==> src/common/rv_fetch_pkg.sv <==
package rv_fetch_pkg;

    // Datapath width of the RV32I core
    localparam int unsigned XLEN = 32;

    // Plain data word as seen on the instruction bus
    typedef logic [XLEN-1:0] word_t;

    // Byte address of an instruction
    typedef logic [XLEN-1:0] addr_t;

    // Distance between two sequential instructions
    localparam addr_t PC_STEP = 32'd4;

    // Boot address, first fetch after reset
    localparam addr_t RESET_PC = 32'h8000_0000;

    // All-zero word replaces the instruction of a faulting fetch
    localparam word_t NOP_SQUASH = 32'h0000_0000;

    // Fetch to decode record, without its valid bit
    typedef struct packed {
        word_t instr;
        addr_t pc;
        addr_t pc4;
        // BTB hit steered the next PC
        logic  predicted;
        // Exception flags travel with the instruction
        logic  mal;
        logic  fault;
        // Faulting fetch address, zero without an exception
        addr_t badaddr;
    } fetch_rec_t;

endpackage

==> src/common/btb_pkg.sv <==
package btb_pkg;

    // Direct-mapped, one target per entry
    localparam int unsigned BTB_ENTRIES = 16;
    localparam int unsigned BTB_INDEX_W = $clog2(BTB_ENTRIES);

    // Word offset bits sit below the index
    localparam int unsigned BTB_TAG_W = 32 - BTB_INDEX_W - 2;

    typedef logic [BTB_INDEX_W-1:0] btb_index_t;
    typedef logic [BTB_TAG_W-1:0]   btb_tag_t;

    // Entry index, PC bits 5 to 2
    function automatic btb_index_t btb_index(input logic [31:0] pc);
        return pc[BTB_INDEX_W+1:2];
    endfunction

    // Tag, remaining upper PC bits
    function automatic btb_tag_t btb_tag(input logic [31:0] pc);
        return pc[31:BTB_INDEX_W+2];
    endfunction

endpackage

==> src/common/imem_req_if.sv <==
interface imem_req_if;
    import rv_fetch_pkg::*;

    // Request side, one outstanding fetch at a time
    logic  req;
    addr_t req_pc;

    // Cancels the outstanding fetch, no done follows
    logic  squash;

    // Response side, done strobes once per accepted req
    logic  done;
    word_t instr;
    logic  mal;
    logic  fault;

    modport fetch (
        output req, req_pc, squash,
        input  done, instr, mal, fault
    );

    modport bus (
        input  req, req_pc, squash,
        output done, instr, mal, fault
    );

endinterface

==> src/common/predict_if.sv <==
interface predict_if;
    import rv_fetch_pkg::*;

    // Lookup, answered in the same cycle
    addr_t cur_pc;
    logic  hit;
    addr_t target;

    // Training from resolved branches
    logic  upd;
    addr_t upd_pc;
    addr_t upd_target;
    logic  upd_taken;

    modport fetch (
        output cur_pc, upd, upd_pc, upd_target, upd_taken,
        input  hit, target
    );

    modport btb (
        input  cur_pc, upd, upd_pc, upd_target, upd_taken,
        output hit, target
    );

endinterface

==> src/imem_port.sv <==
module imem_port (
    input  logic                CLK,
    input  logic                nRST,
    imem_req_if.bus             im,
    output rv_fetch_pkg::addr_t imem_addr,
    output logic                imem_ren,
    input  rv_fetch_pkg::word_t imem_rdata,
    input  logic                imem_busy,
    input  logic                imem_error
);
    import rv_fetch_pkg::*;

    // READ holds ren until a non-busy cycle, DONE strobes the result
    typedef enum logic [1:0] {IDLE, READ, DONE} bus_state_t;

    bus_state_t state_q;
    logic       cancel_q;
    logic       pend_q;
    addr_t      addr_q;
    addr_t      pend_pc_q;
    word_t      instr_q;
    logic       mal_q;
    logic       fault_q;
    logic       take_req;
    logic       read_end;
    logic       read_drop;
    logic       launch;
    logic       launch_mal;
    addr_t      launch_pc;

    assign take_req  = im.req && !im.squash;
    assign read_end  = (state_q == READ) && !imem_busy;
    // Squashed read completes on the bus but is thrown away
    assign read_drop = read_end && (cancel_q || im.squash);

    // New fetch starts when the port is free
    always_comb begin
        launch    = 1'b0;
        launch_pc = im.req_pc;
        if (take_req && (state_q == IDLE || read_drop)) begin
            launch = 1'b1;
        end else if (pend_q && read_drop && !im.squash) begin
            // Request that arrived while a dropped read drained
            launch    = 1'b1;
            launch_pc = pend_pc_q;
        end
    end

    assign launch_mal = (launch_pc[1:0] != 2'b00);

    always_ff @(posedge CLK, negedge nRST) begin
        if (!nRST) begin
            state_q  <= IDLE;
            cancel_q <= 1'b0;
            pend_q   <= 1'b0;
        end else if (launch) begin
            // Misaligned address skips the bus entirely
            state_q  <= launch_mal ? DONE : READ;
            cancel_q <= 1'b0;
            pend_q   <= 1'b0;
        end else begin
            case (state_q)
                READ: begin
                    if (read_drop) begin
                        state_q  <= IDLE;
                        cancel_q <= 1'b0;
                        pend_q   <= 1'b0;
                    end else if (read_end) begin
                        state_q <= DONE;
                    end else if (im.squash) begin
                        cancel_q <= 1'b1;
                        pend_q   <= 1'b0;
                    end else if (take_req) begin
                        pend_q <= 1'b1;
                    end
                end
                DONE:    state_q <= IDLE;
                default: state_q <= IDLE;
            endcase
        end
    end

    // Address and response payload
    always_ff @(posedge CLK) begin
        if (launch) begin
            addr_q  <= launch_pc;
            mal_q   <= launch_mal;
            fault_q <= 1'b0;
            instr_q <= NOP_SQUASH;
        end else if (read_end && !read_drop) begin
            instr_q <= imem_rdata;
            fault_q <= imem_error;
            mal_q   <= 1'b0;
        end
        if (state_q == READ && take_req) begin
            pend_pc_q <= im.req_pc;
        end
    end

    assign imem_addr = addr_q;
    assign imem_ren  = (state_q == READ);

    assign im.done  = (state_q == DONE);
    assign im.instr = instr_q;
    assign im.mal   = mal_q;
    assign im.fault = fault_q;

    // Misaligned fetches never reach the bus
    a_aligned_read: assert property (@(posedge CLK) disable iff (!nRST)
        imem_ren |-> (imem_addr[1:0] == 2'b00));

endmodule

==> src/predictor/branch_target_buffer.sv <==
module branch_target_buffer #(
    parameter int unsigned ENTRIES = btb_pkg::BTB_ENTRIES
) (
    input  logic  CLK,
    input  logic  nRST,
    predict_if.btb pd
);
    import rv_fetch_pkg::*;
    import btb_pkg::*;

    // Entry storage
    logic [ENTRIES-1:0] valid_q;
    btb_tag_t           tag_q    [ENTRIES];
    addr_t              target_q [ENTRIES];

    btb_index_t cur_idx;
    btb_tag_t   cur_tag;
    btb_index_t upd_idx;
    btb_tag_t   upd_tag;
    logic       upd_match;

    // Split lookup and training addresses
    assign cur_idx = btb_index(pd.cur_pc);
    assign cur_tag = btb_tag(pd.cur_pc);
    assign upd_idx = btb_index(pd.upd_pc);
    assign upd_tag = btb_tag(pd.upd_pc);

    // Combinational lookup
    assign pd.hit    = valid_q[cur_idx] && (tag_q[cur_idx] == cur_tag);
    assign pd.target = target_q[cur_idx];

    // Trained branch already owns its entry
    assign upd_match = valid_q[upd_idx] && (tag_q[upd_idx] == upd_tag);

    // Valid bits, the only state cleared by reset
    always_ff @(posedge CLK, negedge nRST) begin
        if (!nRST) begin
            valid_q <= '0;
        end else if (pd.upd) begin
            if (pd.upd_taken) begin
                valid_q[upd_idx] <= 1'b1;
            end else if (upd_match) begin
                // Not taken, drop the stale prediction
                valid_q[upd_idx] <= 1'b0;
            end
        end
    end

    // Taken branch replaces whatever held the slot
    always_ff @(posedge CLK) begin
        if (pd.upd && pd.upd_taken) begin
            tag_q[upd_idx]    <= upd_tag;
            target_q[upd_idx] <= pd.upd_target;
        end
    end

    // Invalidated entry must not hit on the next lookup of that PC
    a_no_stale_hit: assert property (@(posedge CLK) disable iff (!nRST)
        (pd.upd && !pd.upd_taken) ##1
        (cur_idx == $past(upd_idx) && cur_tag == $past(upd_tag))
        |-> !pd.hit);

endmodule

==> src/fetch_stage/fetch_stage.sv <==
module fetch_stage (
    input  logic                CLK,
    input  logic                nRST,
    imem_req_if.fetch           im,
    predict_if.fetch            pd,
    input  logic                res_valid,
    input  rv_fetch_pkg::addr_t res_pc,
    input  logic                res_taken,
    input  rv_fetch_pkg::addr_t res_target,
    input  logic                res_mispredict,
    input  logic                stall,
    output logic                out_valid,
    output rv_fetch_pkg::word_t out_instr,
    output rv_fetch_pkg::addr_t out_pc,
    output rv_fetch_pkg::addr_t out_pc4,
    output logic                out_predicted,
    output logic                out_mal,
    output logic                out_fault,
    output rv_fetch_pkg::addr_t out_badaddr
);
    import rv_fetch_pkg::*;
    import btb_pkg::*;

    // ISSUE sends req, WAIT expects done, HELD keeps a result in the skid entry
    typedef enum logic [1:0] {ISSUE, WAIT, HELD} fetch_state_t;

    fetch_state_t state_q;
    addr_t        pc_q;
    addr_t        pc4;
    addr_t        npc;
    addr_t        redirect_pc;
    logic         redirect;
    logic         take_done;
    logic         exc;
    fetch_rec_t   new_rec;
    fetch_rec_t   skid_q;
    fetch_rec_t   out_q;

    // Mispredict from execute overrides everything
    assign redirect    = res_valid && res_mispredict;
    assign redirect_pc = res_taken ? res_target : res_pc + PC_STEP;

    // Sequential or predicted successor
    assign pc4 = pc_q + PC_STEP;
    assign npc = pd.hit ? pd.target : pc4;

    // Result of the live fetch, dropped under a redirect
    assign take_done = (state_q == WAIT) && im.done && !redirect;
    assign exc       = im.mal || im.fault;

    // Lookup on the PC being fetched
    assign pd.cur_pc = pc_q;

    // Every resolved branch trains the BTB
    assign pd.upd        = res_valid;
    assign pd.upd_pc     = res_pc;
    assign pd.upd_target = res_target;
    assign pd.upd_taken  = res_taken;

    assign im.req    = (state_q == ISSUE);
    assign im.req_pc = pc_q;
    assign im.squash = redirect;

    // Record for the fetch that just completed
    always_comb begin
        new_rec.instr     = exc ? NOP_SQUASH : im.instr;
        new_rec.pc        = pc_q;
        new_rec.pc4       = pc4;
        new_rec.predicted = pd.hit;
        new_rec.mal       = im.mal;
        new_rec.fault     = im.fault;
        new_rec.badaddr   = exc ? pc_q : '0;
    end

    // PC, FSM and record valid
    always_ff @(posedge CLK, negedge nRST) begin
        if (!nRST) begin
            state_q   <= ISSUE;
            pc_q      <= RESET_PC;
            out_valid <= 1'b0;
        end else if (redirect) begin
            state_q   <= ISSUE;
            pc_q      <= redirect_pc;
            out_valid <= 1'b0;
        end else begin
            case (state_q)
                ISSUE: state_q <= WAIT;
                WAIT: begin
                    if (im.done) begin
                        // PC advances even if decode is stalled
                        pc_q    <= npc;
                        state_q <= stall ? HELD : ISSUE;
                    end
                end
                HELD: begin
                    if (!stall) begin
                        state_q <= ISSUE;
                    end
                end
                default: state_q <= ISSUE;
            endcase
            // Valid only drops when decode has taken the record
            if (!stall) begin
                out_valid <= take_done || (state_q == HELD);
            end
        end
    end

    // Output record and skid entry
    always_ff @(posedge CLK) begin
        if (redirect) begin
            out_q  <= '0;
            skid_q <= '0;
        end else begin
            if (take_done && stall) begin
                skid_q <= new_rec;
            end
            if (!stall) begin
                if (take_done) begin
                    out_q <= new_rec;
                end else if (state_q == HELD) begin
                    out_q <= skid_q;
                end
            end
        end
    end

    assign out_instr     = out_q.instr;
    assign out_pc        = out_q.pc;
    assign out_pc4       = out_q.pc4;
    assign out_predicted = out_q.predicted;
    assign out_mal       = out_q.mal;
    assign out_fault     = out_q.fault;
    assign out_badaddr   = out_q.badaddr;

    // No second req until the bus port answers or the fetch is squashed
    a_one_outstanding: assert property (@(posedge CLK) disable iff (!nRST)
        (im.req && !im.squash) |=> (!im.req until (im.done || im.squash)));

    // Taken branch trained at the current PC hits one cycle later
    a_trained_hit: assert property (@(posedge CLK) disable iff (!nRST)
        (pd.upd && pd.upd_taken && btb_index(pd.upd_pc) == btb_index(pc_q) &&
         btb_tag(pd.upd_pc) == btb_tag(pc_q)) ##1 $stable(pc_q)
        |-> pd.hit && pd.target == $past(pd.upd_target));

endmodule

==> src/fetch_unit.sv <==
module fetch_unit (
    input  logic                CLK,
    input  logic                nRST,
    // Instruction bus
    output rv_fetch_pkg::addr_t imem_addr,
    output logic                imem_ren,
    input  rv_fetch_pkg::word_t imem_rdata,
    input  logic                imem_busy,
    input  logic                imem_error,
    // Resolved branches from execute
    input  logic                res_valid,
    input  rv_fetch_pkg::addr_t res_pc,
    input  logic                res_taken,
    input  rv_fetch_pkg::addr_t res_target,
    input  logic                res_mispredict,
    // Decode back-pressure
    input  logic                stall,
    // Fetch to decode record
    output logic                out_valid,
    output rv_fetch_pkg::word_t out_instr,
    output rv_fetch_pkg::addr_t out_pc,
    output rv_fetch_pkg::addr_t out_pc4,
    output logic                out_predicted,
    output logic                out_mal,
    output logic                out_fault,
    output rv_fetch_pkg::addr_t out_badaddr
);
    import btb_pkg::*;

    // Stage to bus port handshake
    imem_req_if req_bus ();

    // Stage to BTB lookup and training
    predict_if  pred_bus ();

    fetch_stage i_fetch_stage (
        .CLK            (CLK),
        .nRST           (nRST),
        .im             (req_bus.fetch),
        .pd             (pred_bus.fetch),
        .res_valid      (res_valid),
        .res_pc         (res_pc),
        .res_taken      (res_taken),
        .res_target     (res_target),
        .res_mispredict (res_mispredict),
        .stall          (stall),
        .out_valid      (out_valid),
        .out_instr      (out_instr),
        .out_pc         (out_pc),
        .out_pc4        (out_pc4),
        .out_predicted  (out_predicted),
        .out_mal        (out_mal),
        .out_fault      (out_fault),
        .out_badaddr    (out_badaddr)
    );

    branch_target_buffer #(
        .ENTRIES (BTB_ENTRIES)
    ) i_branch_target_buffer (
        .CLK  (CLK),
        .nRST (nRST),
        .pd   (pred_bus.btb)
    );

    imem_port i_imem_port (
        .CLK        (CLK),
        .nRST       (nRST),
        .im         (req_bus.bus),
        .imem_addr  (imem_addr),
        .imem_ren   (imem_ren),
        .imem_rdata (imem_rdata),
        .imem_busy  (imem_busy),
        .imem_error (imem_error)
    );

endmodule

==> config.mk <==
export PLATFORM = sky130hd
export DESIGN_NAME = fetch_unit
export DESIGN_NICKNAME = d
export VERILOG_FILES = /design/src/common/rv_fetch_pkg.sv /design/src/common/btb_pkg.sv /design/src/common/imem_req_if.sv /design/src/common/predict_if.sv /design/src/imem_port.sv /design/src/predictor/branch_target_buffer.sv /design/src/fetch_stage/fetch_stage.sv /design/src/fetch_unit.sv
export SDC_FILE = /design/constraint.sdc
export NUM_CORES = 2
export LEC_CHECK = 0
export BUFFER_PORTS_ARGS = -buffer_cell sky130_fd_sc_hd__buf_2
export CAP_MARGIN = 20
export CORE_ASPECT_RATIO = 1.5
export CORE_MARGIN = 1.5
export CORE_UTILIZATION = 55
export DETAILED_ROUTE_END_ITERATION = 10
export PLACE_DENSITY = 0.73
export SKIP_CTS_REPAIR_TIMING = 1
export SYNTH_ARGS = -nofsm -noshare
export SYNTH_HDL_FRONTEND = slang
export SYNTH_SLANG_ARGS = --single-unit
==> constraint.sdc <==
create_clock -name CLK -period 4.6 [get_ports CLK]
set_clock_uncertainty 0.05 [all_clocks]
set_input_delay 0.46 -clock CLK [delete_from_list [all_inputs] [get_ports CLK]]
set_output_delay 0.46 -clock CLK [all_outputs]
set_load 0.03 [all_outputs]
==> results.sh <==
export IMPL_r2r_slack_ps=70
export IMPL_r2r_start="i_fetch_stage.im.req_pc[3]"
export IMPL_p_clk_share_pct=26.2
export IMPL_place_gp_congestion=0.991
export IMPL_swShare_pct=35.6
export IMPL_syn_num_nets=3866
export IMPL_final_cells=5441
export IMPL_finalCritPeriodShare_pct=98.6
export IMPL_drt_total_wl_um=171000
export IMPL_final_hold_viol_count=0
export IMPL_area_delta_synth_final_pct=13.2
export IMPL_core_area_um2=103000
export IMPL_hpwl_um=107000
export IMPL_netlist_area_um2=57000
export IMPL_finalSetupViolCount=0
export IMPL_crit_slowest_cell="dfrtp_4"
export IMPL_synth_seq_area_share_pct=65.0
export IMPL_clk_pin_slew_ps=70
export IMPL_vias=36500
export IMPL_hold_depth=3
export IMPL_numCtsBuffers=117
export IMPL_drt_first_pass_iters=5
export IMPL_wl_per_cell_um=31.4
export IMPL_antenna_found_initial=17
export IMPL_globalRouteOverflowTotal=0
export IMPL_period_minus_slack_ps=4530
export IMPL_place_inst=5178
export IMPL_ys_types=67
export IMPL_outcome="finished clean"
export IMPL_whs_endpoint="i_imem_port.im.instr[5]"
export IMPL_fillers=7220
export IMPL_slowest_delay_ps=710
export IMPL_worstPathMaxFanout=54
export IMPL_tightest_slew_ps=1150
export IMPL_rows=144
export IMPL_grt_max_degree=152
export IMPL_drive_above_1_share_pct=26.0
export IMPL_drtIter0Drc=4421
export IMPL_yosys_warnings=0
export IMPL_fin_util_pct=62.8
export IMPL_drc=0
export IMPL_critPathArrivalTime_ps=5110
export IMPL_track_usage_pct=32.4
export IMPL_cts_buffer_depth=3
export IMPL_crit_chain="mux2i_1, o221a_2, nor3_1, or4_1, a2111oi_0, nand4_1, nor4_4, buf_12, a21boi_0, o31a_1"
export IMPL_syn_avg_cell_area_um2=15.2
export IMPL_io_buffers=268
export IMPL_die_w_um=266
export IMPL_p_sw_uw=13500
export IMPL_synth_seq_cells=1339
export IMPL_initial_core_util_pct=55.5
export IMPL_endpoint_kind="flop"
export IMPL_reg2regPathDepth=10
export IMPL_fmax_ghz=0.221
export IMPL_relSlewSlack_pct=23.6
export IMPL_power_density_nw_per_um2=587
export IMPL_peakVddDrop_mv=0.503
export IMPL_seq_power_share_pct=40.3
export IMPL_root_buffer="clkbuf_16"
export IMPL_seq_area_um2=37000
export IMPL_yosys_most_used_dff="edfxtp_1"
export IMPL_htreeDepth=3
export IMPL_die_y_um=397
export IMPL_hold_class="in2reg"
export IMPL_cts_tree="done"
export IMPL_die_area_um2=106000
export IMPL_rsz0062_at_grt="no"
export IMPL_r2r_end="i_fetch_stage.im.req_pc[0]"
export IMPL_p_leak_uw=0.0216
export IMPL_ios=269
export IMPL_power_internal_uw=24400
export IMPL_grt_pass1_vias=35700
export IMPL_path_class="reg2reg"
export IMPL_critPathLaunchType="flop"
export IMPL_synthCells=3757
export IMPL_synth_edf_count=993
export IMPL_synth_async_reset_ratio_pct=4.11
export IMPL_clock_sinks=1339
export IMPL_cp_data_required_time_ps=5180
export IMPL_multiInputGateArea_um2=18800
export IMPL_drv_cap=0
export IMPL_postRouteAntennaNets=0
export IMPL_p_comb_share_pct=33.6
export IMPL_drv_slew=0
export IMPL_final_nets=4127
export IMPL_grt_pass1_wl_um=246000
export IMPL_via_per_inst=6.71
export IMPL_hp_start="imem_rdata[5]"
export IMPL_clk_latency_ps=760
## synth_stat cells (4+ instances only)
cell type,instances,area (um2)
a22o_1,47,412
inv_1,28,105
nand3b_1,5,37.5
a21o_1,4,30.0
nor2b_1,11,68.8
nand4_1,20,125
clkinv_1,4,15.0
o22a_1,17,149
nand2b_1,26,163
nor4_1,9,56.3
o211ai_1,14,105
dfxtp_1,291,5830
o21ai_1,6,30.0
a311oi_1,68,596
a22oi_1,5,37.5
edfxtp_1,993,29800
xor2_1,40,350
buf_1,40,150
a31oi_1,17,106
mux2_2,45,507
nor3_1,60,300
buf_2,42,210
mux4_2,382,8600
nor2_1,251,942
clkbuf_1,195,732
a21oi_1,128,641
ha_1,5,62.6
nand2_1,329,1230
or3_1,6,37.5
mux2i_1,90,901
a2111oi_0,4,35.0
and2_1,8,50.1
and3_1,22,138
a211oi_1,48,360
or2_2,4,25.0
buf_4,19,143
o22ai_1,16,100
dfrtp_1,54,1350
xnor2_1,56,490
nand3_1,205,1030
o21ai_0,99,495
## how the worst max path moves through the flow
stage / start / end / slack (ps) / cells past startpoint
2_1_floorplan: res_pc[4] / i_branch_target_buffer.tag_q[12][0] / -470 / 6
3_3_place_gp: i_fetch_stage.im.req_pc[2] / i_fetch_stage.im.req_pc[0] / 220 / 11
3_5_place_dp: i_fetch_stage.im.req_pc[2] / i_fetch_stage.im.req_pc[0] / 220 / 11
4_1_cts: i_fetch_stage.im.req_pc[2] / i_fetch_stage.im.req_pc[0] / 180 / 11
5_1_grt: i_fetch_stage.im.req_pc[2] / i_fetch_stage.im.req_pc[0] / 60 / 11
6_report: i_fetch_stage.im.req_pc[3] / i_fetch_stage.im.req_pc[0] / 70 / 10
## worst max-delay path: cells and delay by family (launching register included)
kind	cells	cell delay, ps
muxes	1	550
and+or+nand+nor	4	1260
DFF	1	710
buffers and inverters	1	300
AOI/OAI and AO/OA	4	1480
## final cells by class
class	instances	share of cell area, %
inverter	34	0.200
timing repair buffer	441	4.72
multi-input combinational	2085	29.1
tap	1314	2.55
clock inverter	77	1.10
antenna	7	0.0271
clock buffer	144	4.89
sequential	1339	57.4
## through the flow
stage	setup WS (ps)	hold slack (ps)	power (uW)	instance area, um2	TNS, ps
2_1_floorplan	-468	114	23500	57000	-227090
3_3_place_gp	220	276	27800	60300	0
3_5_place_dp	225	280	28000	60300	0
4_1_cts	179	-523	37800	64200	0
5_1_grt	57.8	22.0	39000	64500	0
6_report	66.3	17.2	37900	64500	0
## cell usage in the layout (no fill, tap or decap), types with 20 or more instances in the layout
cell / synthesis / layout
nor3_1: 60 / 55
mux2_2: 45 / 45
buf_4: 19 / 115
a21oi_1: 128 / 127
clkbuf_16: 0 / 120
edfxtp_1: 993 / 993
a22o_1: 47 / 47
clkinv_2: 0 / 30
o21ai_0: 99 / 99
and3_1: 22 / 22
nand2b_1: 26 / 26
nand2_1: 329 / 326
xor2_1: 40 / 40
buf_12: 0 / 25
a311oi_1: 68 / 68
nor2_1: 251 / 233
mux2i_1: 90 / 90
dlygate4sd3_1: 0 / 34
dfxtp_1: 291 / 291
nand4_1: 20 / 20
a211oi_1: 48 / 48
buf_2: 42 / 266
nand3_1: 205 / 205
mux4_2: 382 / 382
inv_1: 28 / 29
xnor2_1: 56 / 56
dfrtp_1: 54 / 50
## sequential cells by signal, summed over array words and instances (netlist names), 2 cells and up, named ones only
register / cells
i_branch_target_buffer.tag_q: 416
i_branch_target_buffer.target_q: 512
i_fetch_stage.im.req_pc: 32
i_fetch_stage.out_badaddr: 32
i_fetch_stage.out_instr: 32
i_fetch_stage.out_pc: 30
i_fetch_stage.out_pc4: 32
i_fetch_stage.skid_q: 129
i_fetch_stage.state_q: 2
i_imem_port.im.instr: 32
i_imem_port.imem_addr: 32
i_imem_port.pend_pc_q: 32
i_imem_port.state_q: 2
## power groups by stage
stage / Clock [uW] / Combinational (uW) / Sequential (uW)
CTS: 9990 / 12600 / 15200
floorplan: 0 / 7320 / 16200
finish: 9910 / 12700 / 15200
global route: 10400 / 13300 / 15300
global placement: 0 / 12400 / 15400
detailed placement: 0 / 12500 / 15500
## cells by family (layout without fill, tap and decap cells)
kind of cell	Yosys count	after routing	share of synthesized area, %
muxes	517	517	17.6
xor gates and xnor gates	96	96	1.48
and+or+nand+nor	962	962	7.48
buffers and inverters	333	696	2.45
adders and majority gates	5	5	0.110
other	0	7	0
AOI/OAI and AO/OA	505	505	5.95
DFF	1339	1339	65.0
## routing by layer
layer	global-route usage [%]	vias to the layer above	routed length, um
li1	-	15200	-
met1	39.5	18300	58600
met2	53.4	2372	83600
met3	6.14	552	16900
met4	20.3	24	11800
met5	0	-	153
Power figures use the tool's default switching activity.
